--- src/design/mpu_bus_pkg.sv ---
package mpu_bus_pkg;

	// ========================================================================
	// address map, matched against adr[31:8]
	// ========================================================================
	localparam logic [23:0] PIT_BASE = 24'hFFDC11;	// interval timer page
	localparam logic [23:0] PIC_BASE = 24'hFFDC0F;	// interrupt controller page

	// master request as issued by the cpu
	typedef struct packed {
		logic        cyc;	// bus cycle in progress
		logic        stb;
		logic        we;
		logic [2:0]  cti;	// cycle type id
		logic [1:0]  bte;	// burst type ext
		logic [7:0]  sel;	// byte lanes of the 64 bit word
		logic [31:0] adr;
		logic [63:0] dat;
	} bus_req_t;

	typedef struct packed {
		logic        ack;
		logic        err;
		logic [63:0] dat;
	} bus_rsp_t;

	// already decoded request for one internal slave
	typedef struct packed {
		logic        stb;	// cyc folded in
		logic        we;
		logic [3:0]  sel;	// upper and lower lanes or'ed together
		logic [7:0]  adr;	// offset within the slave page
		logic [31:0] dat;
	} periph_req_t;

	typedef struct packed {
		logic        ack;
		logic [31:0] dat;
	} periph_rsp_t;

	// byte lane merge for register writes
	function automatic logic [31:0] sel_merge(input logic [31:0] old_v,
		input logic [31:0] new_v, input logic [3:0] sel);
		logic [31:0] res;
		res = old_v;
		for (int b = 0; b < 4; b++) begin
			if (sel[b])
				res[b*8 +: 8] = new_v[b*8 +: 8];	// take this lane
		end
		return res;
	endfunction

endpackage

--- src/design/mpu_irq_pkg.sv ---
package mpu_irq_pkg;

	// ========================================================================
	// interrupt widths
	// ========================================================================
	localparam int NUM_SRC = 32;	// source 0 never fires
	localparam int CAUSE_W = 7;	// cause 0 means nothing pending
	localparam int IRQ_W   = 3;	// interrupt level to the cpu

	localparam int NUM_CH = 3;	// timer channels

	// timer channel modes, ctrl bits 2:1
	typedef enum logic [1:0] {
		PIT_ONESHOT  = 2'd0,	// single pulse then stop
		PIT_PERIODIC = 2'd1,	// pulse and reload
		PIT_SQUARE   = 2'd2	// toggle and reload
	} pit_mode_e;

	// ========================================================================
	// timer registers, offset inside a 16 byte channel window
	// ========================================================================
	localparam logic [3:0] PIT_RELOAD = 4'h0;
	localparam logic [3:0] PIT_COUNT  = 4'h4;	// read only
	localparam logic [3:0] PIT_CTRL   = 4'h8;
	localparam int         PIT_CTRL_EN = 0;	// enable bit in ctrl

	// ========================================================================
	// interrupt controller registers
	// ========================================================================
	localparam logic [7:0] PIC_ENABLE  = 8'h00;
	localparam logic [7:0] PIC_EDGE    = 8'h04;	// 1 = edge triggered
	localparam logic [7:0] PIC_PENDING = 8'h08;	// read only
	localparam logic [7:0] PIC_CLEAR   = 8'h0C;	// write source number
	localparam logic [7:0] PIC_LEVEL   = 8'h10;
	localparam logic [7:0] PIC_CAUSE   = 8'h14;

endpackage

--- src/design/mpu_periph_bus.sv ---
`timescale 1ns/1ps

module mpu_periph_bus (
	input  logic                     clk_i,
	input  logic                     rst_n_i,
	input  mpu_bus_pkg::bus_req_t    cpu_req_i,
	output mpu_bus_pkg::bus_rsp_t    cpu_rsp_o,
	output mpu_bus_pkg::periph_req_t pit_req_o,
	input  mpu_bus_pkg::periph_rsp_t pit_rsp_i,
	output mpu_bus_pkg::periph_req_t pic_req_o,
	input  mpu_bus_pkg::periph_rsp_t pic_rsp_i,
	output mpu_bus_pkg::bus_req_t    ext_req_o,
	input  mpu_bus_pkg::bus_rsp_t    ext_rsp_i
);
	import mpu_bus_pkg::*;

	logic        cs_pit;
	logic        cs_pic;
	logic        cs_ext;	// anything not mapped inside
	periph_req_t int_req;	// common lane to both internal slaves

	// ========================================================================
	// address decode
	// ========================================================================
	assign cs_pit = cpu_req_i.adr[31:8] == PIT_BASE;
	assign cs_pic = cpu_req_i.adr[31:8] == PIC_BASE;
	assign cs_ext = ~cs_pit & ~cs_pic;

	assign int_req.stb = cpu_req_i.cyc & cpu_req_i.stb;
	assign int_req.we  = cpu_req_i.we;
	assign int_req.sel = cpu_req_i.sel[7:4] | cpu_req_i.sel[3:0];	// fold lanes
	assign int_req.adr = cpu_req_i.adr[7:0];
	assign int_req.dat = cpu_req_i.dat[31:0];	// low lane only

	always_comb begin
		pit_req_o     = int_req;
		pit_req_o.stb = int_req.stb & cs_pit;
		pic_req_o     = int_req;
		pic_req_o.stb = int_req.stb & cs_pic;
	end

	// external pass through, strobes only when outside the internal pages
	always_comb begin
		ext_req_o     = cpu_req_i;
		ext_req_o.cyc = cpu_req_i.cyc & cs_ext;
		ext_req_o.stb = cpu_req_i.stb & cs_ext;
	end

	// ========================================================================
	// response merge
	// ========================================================================
	always_comb begin
		cpu_rsp_o.ack = pit_rsp_i.ack | pic_rsp_i.ack | ext_rsp_i.ack;
		cpu_rsp_o.err = ext_rsp_i.err;
		if (pit_rsp_i.ack)
			cpu_rsp_o.dat = {2{pit_rsp_i.dat}};	// both halves
		else if (pic_rsp_i.ack)
			cpu_rsp_o.dat = {2{pic_rsp_i.dat}};
		else
			cpu_rsp_o.dat = ext_rsp_i.dat;
	end

	// slaves never answer together
	a_one_ack: assert property (@(posedge clk_i) disable iff (!rst_n_i)
		$onehot0({pit_rsp_i.ack, pic_rsp_i.ack, ext_rsp_i.ack}));

	// every ack lands inside a master cycle
	a_ack_in_cyc: assert property (@(posedge clk_i) disable iff (!rst_n_i)
		cpu_rsp_o.ack |-> cpu_req_i.cyc);

endmodule

--- src/design/mpu_pic.sv ---
`timescale 1ns/1ps

module mpu_pic (
	input  logic                              clk_i,
	input  logic                              rst_n_i,
	input  mpu_bus_pkg::periph_req_t          req_i,
	output mpu_bus_pkg::periph_rsp_t          rsp_o,
	input  logic [mpu_irq_pkg::NUM_SRC-1:0]   src_i,
	output logic [mpu_irq_pkg::IRQ_W-1:0]     irq_o,	// level to the cpu
	output logic [mpu_irq_pkg::CAUSE_W-1:0]   cause_o
);
	import mpu_bus_pkg::*;
	import mpu_irq_pkg::*;

	logic [NUM_SRC-1:0] src_q;	// previous sample for edge detect
	logic [NUM_SRC-1:0] rise;
	logic [NUM_SRC-1:0] enable_q;
	logic [NUM_SRC-1:0] edge_q;
	logic [NUM_SRC-1:0] pending_q;
	logic [NUM_SRC-1:0] clr_mask;
	logic [NUM_SRC-1:0] active;
	logic [IRQ_W-1:0]   level_q;
	logic [CAUSE_W-1:0] top_src;
	logic               any_active;
	logic               wr_stb;
	logic               ack_q;
	logic [31:0]        dat_q;
	logic [31:0]        rd_dat;

	assign wr_stb = req_i.stb & req_i.we & ~ack_q;
	assign rise   = src_i & ~src_q;

	// one hot clear of the written source
	assign clr_mask = (wr_stb && req_i.adr == PIC_CLEAR) ?
		(NUM_SRC'(1) << req_i.dat[4:0]) : '0;

	// ========================================================================
	// source sampling and pending
	// ========================================================================
	always_ff @(posedge clk_i) begin
		if (!rst_n_i) begin
			src_q     <= '0;
			pending_q <= '0;
		end else begin
			src_q     <= src_i;
			// edge sources latch until cleared, level sources track input
			pending_q <= (edge_q & ((pending_q & ~clr_mask) | rise)) | (~edge_q & src_i);
		end
	end

	// register writes
	always_ff @(posedge clk_i) begin
		if (!rst_n_i) begin
			enable_q <= '0;
			edge_q   <= '0;
			level_q  <= '0;
		end else if (wr_stb) begin
			case (req_i.adr)
				PIC_ENABLE: enable_q <= sel_merge(enable_q, req_i.dat, req_i.sel);
				PIC_EDGE:   edge_q   <= sel_merge(edge_q, req_i.dat, req_i.sel);
				PIC_LEVEL: begin
					if (req_i.sel[0])
						level_q <= req_i.dat[IRQ_W-1:0];
				end
				default: ;	// pending and cause are read only
			endcase
		end
	end

	// ========================================================================
	// priority search, highest source number wins
	// ========================================================================
	assign active = pending_q & enable_q;

	always_comb begin
		top_src    = '0;
		any_active = 1'b0;
		for (int i = 1; i < NUM_SRC; i++) begin	// source 0 cannot report
			if (active[i]) begin
				top_src    = CAUSE_W'(i);
				any_active = 1'b1;
			end
		end
	end

	always_ff @(posedge clk_i) begin
		if (!rst_n_i) begin
			irq_o   <= '0;
			cause_o <= '0;
		end else begin
			irq_o   <= any_active ? level_q : '0;
			cause_o <= top_src;
		end
	end

	// ========================================================================
	// read mux and ack
	// ========================================================================
	always_comb begin
		case (req_i.adr)
			PIC_ENABLE:  rd_dat = enable_q;
			PIC_EDGE:    rd_dat = edge_q;
			PIC_PENDING: rd_dat = pending_q;
			PIC_LEVEL:   rd_dat = 32'(level_q);
			PIC_CAUSE:   rd_dat = 32'(cause_o);
			default:     rd_dat = '0;	// clear reads as zero
		endcase
	end

	always_ff @(posedge clk_i) begin
		if (!rst_n_i)
			ack_q <= 1'b0;
		else
			ack_q <= req_i.stb & ~ack_q;
	end

	always_ff @(posedge clk_i)
		dat_q <= rd_dat;

	assign rsp_o.ack = ack_q;
	assign rsp_o.dat = dat_q;

	// irq and cause come from the same search one clock back
	a_cause_irq: assert property (@(posedge clk_i) disable iff (!rst_n_i)
		($past(level_q) != '0) |-> ((cause_o != '0) == (irq_o != '0)));

endmodule

--- src/design/mpu_pit.sv ---
`timescale 1ns/1ps

module mpu_pit (
	input  logic                            clk_i,
	input  logic                            rst_n_i,
	input  mpu_bus_pkg::periph_req_t        req_i,
	output mpu_bus_pkg::periph_rsp_t        rsp_o,
	input  logic                            clk2_i,	// external clock, channel 2
	input  logic                            gate2_i,
	output logic [mpu_irq_pkg::NUM_CH-1:0]  out_o
);
	import mpu_bus_pkg::*;
	import mpu_irq_pkg::*;

	logic [31:0]       reload_q [NUM_CH];
	logic [31:0]       count_q [NUM_CH];
	pit_mode_e         mode_q [NUM_CH];
	logic [NUM_CH-1:0] en_q;
	logic [NUM_CH-1:0] ld_q;	// load count on next clock
	logic [NUM_CH-1:0] armed_q;	// cleared once a oneshot has fired
	logic [NUM_CH-1:0] tick;
	logic [NUM_CH-1:0] fire;	// count at zero on a tick

	logic [2:0]  clk2_sync_q;	// two sync flops plus edge history
	logic [1:0]  gate2_sync_q;
	logic [1:0]  ch;
	logic [3:0]  ofs;
	logic        ch_ok;
	logic        wr_stb;
	logic        ack_q;
	logic [31:0] dat_q;
	logic [31:0] rd_dat;

	// ========================================================================
	// channel 2 external clock and gate
	// ========================================================================
	always_ff @(posedge clk_i) begin
		if (!rst_n_i) begin
			clk2_sync_q  <= '0;
			gate2_sync_q <= '0;
		end else begin
			clk2_sync_q  <= {clk2_sync_q[1:0], clk2_i};
			gate2_sync_q <= {gate2_sync_q[0], gate2_i};	// kept in step with clk2
		end
	end

	// channels 0 and 1 count every clock
	assign tick = {clk2_sync_q[1] & ~clk2_sync_q[2] & gate2_sync_q[1], 2'b11};

	// register decode
	assign ch     = req_i.adr[5:4];
	assign ofs    = req_i.adr[3:0];
	assign ch_ok  = req_i.adr[7:4] < 4'(NUM_CH);	// no channel 3
	assign wr_stb = req_i.stb & req_i.we & ~ack_q;	// once per cycle

	for (genvar g = 0; g < NUM_CH; g++) begin : g_fire
		assign fire[g] = en_q[g] & tick[g] & armed_q[g] & ~ld_q[g] & (count_q[g] == '0);
	end

	always_ff @(posedge clk_i) begin
		for (int i = 0; i < NUM_CH; i++) begin
			if (wr_stb && ch_ok && ch == 2'(i) && ofs == PIT_RELOAD)
				reload_q[i] <= sel_merge(reload_q[i], req_i.dat, req_i.sel);
		end
	end

	// ========================================================================
	// control, count and output
	// ========================================================================
	always_ff @(posedge clk_i) begin
		if (!rst_n_i) begin
			en_q    <= '0;
			ld_q    <= '0;
			armed_q <= '0;
			out_o   <= '0;
			for (int i = 0; i < NUM_CH; i++) begin
				mode_q[i]  <= PIT_ONESHOT;
				count_q[i] <= '0;
			end
		end else begin
			for (int i = 0; i < NUM_CH; i++) begin
				ld_q[i] <= 1'b0;
				if (wr_stb && ch_ok && ch == 2'(i)) begin
					if (ofs == PIT_RELOAD)
						ld_q[i] <= 1'b1;
					else if (ofs == PIT_CTRL && req_i.sel[0]) begin
						en_q[i]   <= req_i.dat[PIT_CTRL_EN];
						mode_q[i] <= pit_mode_e'(req_i.dat[2:1]);
						ld_q[i]   <= req_i.dat[PIT_CTRL_EN];	// enabling restarts
					end
				end
				if (ld_q[i]) begin
					count_q[i] <= reload_q[i];
					armed_q[i] <= 1'b1;
				end else if (fire[i]) begin
					if (mode_q[i] != PIT_ONESHOT)
						count_q[i] <= reload_q[i];
					else
						armed_q[i] <= 1'b0;	// stays at zero
				end else if (en_q[i] && tick[i] && armed_q[i]) begin
					count_q[i] <= count_q[i] - 32'd1;
				end
				if (fire[i])
					out_o[i] <= (mode_q[i] == PIT_SQUARE) ? ~out_o[i] : 1'b1;
				else if (mode_q[i] != PIT_SQUARE)
					out_o[i] <= 1'b0;	// one clock pulse
			end
		end
	end

	// ========================================================================
	// read mux and ack
	// ========================================================================
	always_comb begin
		rd_dat = '0;
		if (ch_ok) begin
			case (ofs)
				PIT_RELOAD: rd_dat = reload_q[ch];
				PIT_COUNT:  rd_dat = count_q[ch];
				PIT_CTRL:   rd_dat = {29'd0, mode_q[ch], en_q[ch]};
				default:    rd_dat = '0;
			endcase
		end
	end

	always_ff @(posedge clk_i) begin
		if (!rst_n_i)
			ack_q <= 1'b0;
		else
			ack_q <= req_i.stb & ~ack_q;	// drops after one clock
	end

	always_ff @(posedge clk_i)
		dat_q <= rd_dat;

	assign rsp_o.ack = ack_q;
	assign rsp_o.dat = dat_q;

	// a stopped oneshot only restarts through a register write
	for (genvar g = 0; g < NUM_CH; g++) begin : g_oneshot_chk
		a_oneshot_hold: assert property (@(posedge clk_i) disable iff (!rst_n_i)
			(mode_q[g] == PIT_ONESHOT && !ld_q[g] && count_q[g] == '0)
				|=> (count_q[g] == '0));
	end

endmodule

--- src/design/mpu_top.sv ---
`timescale 1ns/1ps

module mpu_top (
	input  logic                              clk_i,
	input  logic                              rst_n_i,
	input  mpu_bus_pkg::bus_req_t             cpu_req_i,
	output mpu_bus_pkg::bus_rsp_t             cpu_rsp_o,
	output mpu_bus_pkg::bus_req_t             ext_req_o,
	input  mpu_bus_pkg::bus_rsp_t             ext_rsp_i,
	input  logic [29:1]                       irq_src_i,	// sources 1 to 29
	input  logic                              pit_clk2_i,
	input  logic                              pit_gate2_i,
	output logic                              pit_out2_o,
	output logic [mpu_irq_pkg::IRQ_W-1:0]     irq_o,
	output logic [mpu_irq_pkg::CAUSE_W-1:0]   cause_o
);
	import mpu_bus_pkg::*;
	import mpu_irq_pkg::*;

	periph_req_t        pit_req;
	periph_rsp_t        pit_rsp;
	periph_req_t        pic_req;
	periph_rsp_t        pic_rsp;
	logic [NUM_CH-1:0]  pit_out;
	logic [NUM_SRC-1:0] irq_src;

	// timer 0 on 31, timer 1 on 30, source 0 held low
	assign irq_src    = {pit_out[0], pit_out[1], irq_src_i, 1'b0};
	assign pit_out2_o = pit_out[2];

	mpu_periph_bus u_bus (
		.clk_i     (clk_i),
		.rst_n_i   (rst_n_i),
		.cpu_req_i (cpu_req_i),
		.cpu_rsp_o (cpu_rsp_o),
		.pit_req_o (pit_req),
		.pit_rsp_i (pit_rsp),
		.pic_req_o (pic_req),
		.pic_rsp_i (pic_rsp),
		.ext_req_o (ext_req_o),
		.ext_rsp_i (ext_rsp_i)
	);

	mpu_pit u_pit (
		.clk_i   (clk_i),
		.rst_n_i (rst_n_i),
		.req_i   (pit_req),
		.rsp_o   (pit_rsp),
		.clk2_i  (pit_clk2_i),
		.gate2_i (pit_gate2_i),
		.out_o   (pit_out)
	);

	mpu_pic u_pic (
		.clk_i   (clk_i),
		.rst_n_i (rst_n_i),
		.req_i   (pic_req),
		.rsp_o   (pic_rsp),
		.src_i   (irq_src),
		.irq_o   (irq_o),
		.cause_o (cause_o)
	);

endmodule

--- config.mk ---
export PLATFORM = sky130hd
export DESIGN_NAME = mpu_top
export DESIGN_NICKNAME = d
export VERILOG_FILES = /design/src/design/mpu_bus_pkg.sv /design/src/design/mpu_irq_pkg.sv /design/src/design/mpu_periph_bus.sv /design/src/design/mpu_pic.sv /design/src/design/mpu_pit.sv /design/src/design/mpu_top.sv
export SDC_FILE = /design/constraint.sdc
export NUM_CORES = 1
export LEC_CHECK = 0
export BUFFER_PORTS_ARGS = -buffer_cell sky130_fd_sc_hd__buf_2
export CORE_AREA = 2 2 210 212
export DETAILED_ROUTE_END_ITERATION = 8
export DIE_AREA = 0 0 212 214
export GPL_ROUTABILITY_DRIVEN = 0
export HOLD_SLACK_MARGIN = 0.15
export PLACE_DENSITY_LB_ADDON = 0.12
export SLEW_MARGIN = 15
export SYNTH_ARGS = -nofsm -noshare
export SYNTH_HDL_FRONTEND = slang
export SYNTH_SLANG_ARGS = --single-unit
--- constraint.sdc ---
create_clock -name clk_i -period 5.6 [get_ports clk_i]
set_clock_uncertainty 0.15 [all_clocks]
set_input_delay 0.56 -clock clk_i [delete_from_list [all_inputs] [get_ports clk_i]]
set_output_delay 0.56 -clock clk_i [all_outputs]
set_load 0.05 [all_outputs]
==> results.txt <==
# fillers - 3,783
initial DRC count - 2,037
# Post-CTS Setup Buffers - 0
Vias/cell - 5.85
I/O pins - 400
PnR worst setup slack - 1790 ps
ANT cells - 0
core area - 42,900 sq um
post-place setup slack - 1580 ps
cts repair resizes - 0
pin count of the biggest net entering global routing - 121
commonest non-fill, non-tap cell in the layout - buf_2
commonest cells after routing, fill and taps aside - buf_2 (318), nor2_1 (241), dfxtp_1 (219)
Max VDD drop - 189 uV
Initial Util - 49.6%
Synth Area in Compound Gates - 14.8%
WS Path Type - flip-flop to flip-flop
Final Cycle Share - 68.0%
worst r2r src - u_pit.count_q[1][9]
initial antenna violation count - 0
mux cell area share after synthesis - 5.22%
area of the multi-input gates - 9440 sq um
GR Util All Layers - 29.9%
P&R area growth vs syn - 14.7%
grt ovf - 0
Root Driver - clkbuf_16
Pwr Total - 7.03 mW
Crit. End Element - flip-flop
# nets final - 2,665
post-synth cell types - 75
ys async rst share - 0%
Die X - 212 um
number of synthesized register bits - 419
setup violators final - 0
P per Cell Area - 288 nW/um^2
Synthesis Warnings - 0
Arrival @ worst endpoint - 3960 ps
mean post-synth cell area - 9.45 sq um
Vias - 18.0k
critical path startpoint - u_pit.count_q[1][9]
layout cells sized above 1 - 18.7%
Post-Synth Simple-Gate Area - 20.6%
most common flop cell mapped by yosys - dfxtp_1
max cap viols - 0
Port Buffers - 321
maximum clock rate - 0.263 GHz
cell count after synthesis - 2,253
Worst-Margin Slew - 1150 ps
register area share after synthesis - 48.7%
Worst Path Required - 5750 ps
DR pass1 iterations - 6
Worst Hold End - u_pic.src_q[13]
first-pass GRT wire length - 103,000 um
routed wire length - 68,900 um
worst-path fanout max - 29
# clock sinks - 419
Post-Synth XOR/XNOR Area - 3.21%
largest family of logic cells by synthesized area - simple AND/OR/NAND/NOR gates
DR WL/cell - 22.4 um
Reg2Reg Setup Slack - 1790 ps
# DRC - 0
Die ar. - 45,400 sq um
mapped cell area - 21,300 sq um
final hold vios - 0
RSZ-0062 raised after global routing - no
clk_lat worst skew - 580 ps
vias in the first global route - 17.0k
Final ANT Viol Nets - 0
outcome - completed
Hold Path Origin - irq_src_i[13]
LEAKAGE - 9.38 nW
Max Root-Sink Buffers - 3
max_slew headroom - 23.0%
Reg clk slew, reported paths - 60 ps
post-synthesis adder-cell area fraction - 0.176%
worst hold stages - 2
Final min period - 3810 ps
Hold Path Class - input port to flip-flop
setup TNS - 0 ps
htree depth - 2
EDFF count, synth - 198
placed wire-length estimate - 50,700 um
Worst R2R End - u_pit.count_q[2][14]
Die Ht - 214 um
Final Max Slew Viols - 0
TritonCTS Buffers - 45
CTS tree - yes
Worst Setup Start Kind - flip-flop
R2R cell count - 8
Storage cell area - 10,400 sq um
FP Rows - 76
cts hold-fix bufs - 32
## layout make-up
type / count / area share (%)
inverters: 44 / 0.676
flip-flops and latches: 419 / 42.5
clock buffers: 70 / 5.68
clock inverters: 12 / 0.517
well taps: 585 / 3.00
repair buffers: 387 / 9.02
multi-input cells: 1554 / 38.6
## report_power, final
part / internal (mW) / total [mW] / switching [mW] / leakage (nW)
Combinational: 0.190 / 0.655 / 0.465 / 4.95
Clock: 1.80 / 3.06 / 1.26 / 0.732
Sequential: 3.25 / 3.31 / 0.0553 / 3.70
## cells in the mapped netlist, types with 10 or more instances
master	n	area, sq um
buf_4	120	901
a211oi_2	10	125
edfxtp_1	198	5950
dfxtp_1	221	4420
nor3_1	41	205
a21o_1	29	218
clkbuf_1	97	364
mux2i_1	111	1110
nor2_1	245	920
a22oi_1	42	315
nand3_1	89	445
xor2_1	25	219
nor3b_1	10	75.1
nor2b_1	37	231
and2_1	43	269
a21oi_1	147	736
a222oi_1	28	280
nand2_1	206	773
nand4_1	15	93.8
a211oi_1	72	541
or4_1	14	105
nor4_1	38	238
inv_1	43	161
xnor2_1	53	464
or3_1	14	87.6
o21ai_0	105	526
nand2b_1	70	438
## cell families (layout without fill, tap and decap cells)
kind of cell	after synthesis	after routing
adders and majority gates	3	3
and+or+nand+nor	874	874
muxes	111	111
buffers and inverters	281	513
xor gates and xnor gates	78	78
AOI/OAI and AO/OA	486	486
DFF	419	419
other	1	2
## registers in the layout, indices dropped and copies added, names as in the netlist, 6 cells and up
signal,count
u_pic.edge_q,32
u_pit.dat_q,32
u_pic.dat_q,32
u_pit.mode_q,6
u_pit.reload_q,96
u_pic.enable_q,32
u_pit.count_q,96
u_pic.pending_q,32
u_pic.src_q,31
## worst max-delay path by stage
stage	cells after the start	end	slack (ps)
finish	8	u_pit.count_q[2][14]	1790
floorplan	6	u_pit.count_q[1][0]	1500
global route	8	u_pit.count_q[2][22]	1600
CTS	8	u_pit.count_q[2][18]	1770
detailed placement	7	u_pit.reload_q[0][8]	1580
global placement	7	u_pit.reload_q[0][8]	1650
## worst max-delay path, stage by stage, from the launching register on
cell	delay (ps)
edfxtp_1	460
nor4_2	610
nand4b_1	510
nor4b_1	450
buf_4	200
a2bb2oi_4	520
and2b_1	210
buf_4	320
a211oi_1	90
## through the flow
stage | instances | utilization [%] | hold slack, ps | cell area [sq um]
detailed placement | 2957 | 52.7 | 275 | 22600
floorplan | 2254 | - | 262 | 21300
global route | 3071 | 56.9 | 164 | 24400
finish | 3071 | 56.9 | 173 | 24400
global placement | 2956 | 52.7 | 281 | 22600
CTS | 3071 | 56.9 | 153 | 24400
## metal layers
layer  vias up  share of wire, %  GRT usage (%)
li1       8419                 -              -
met3        97               7.6           4.09
met5         -                 0              0
met1      8674                43           42.5
met4         0               2.5           8.33
met2       784                46           47.7
No activity file was read; power rests on OpenSTA's default activity.
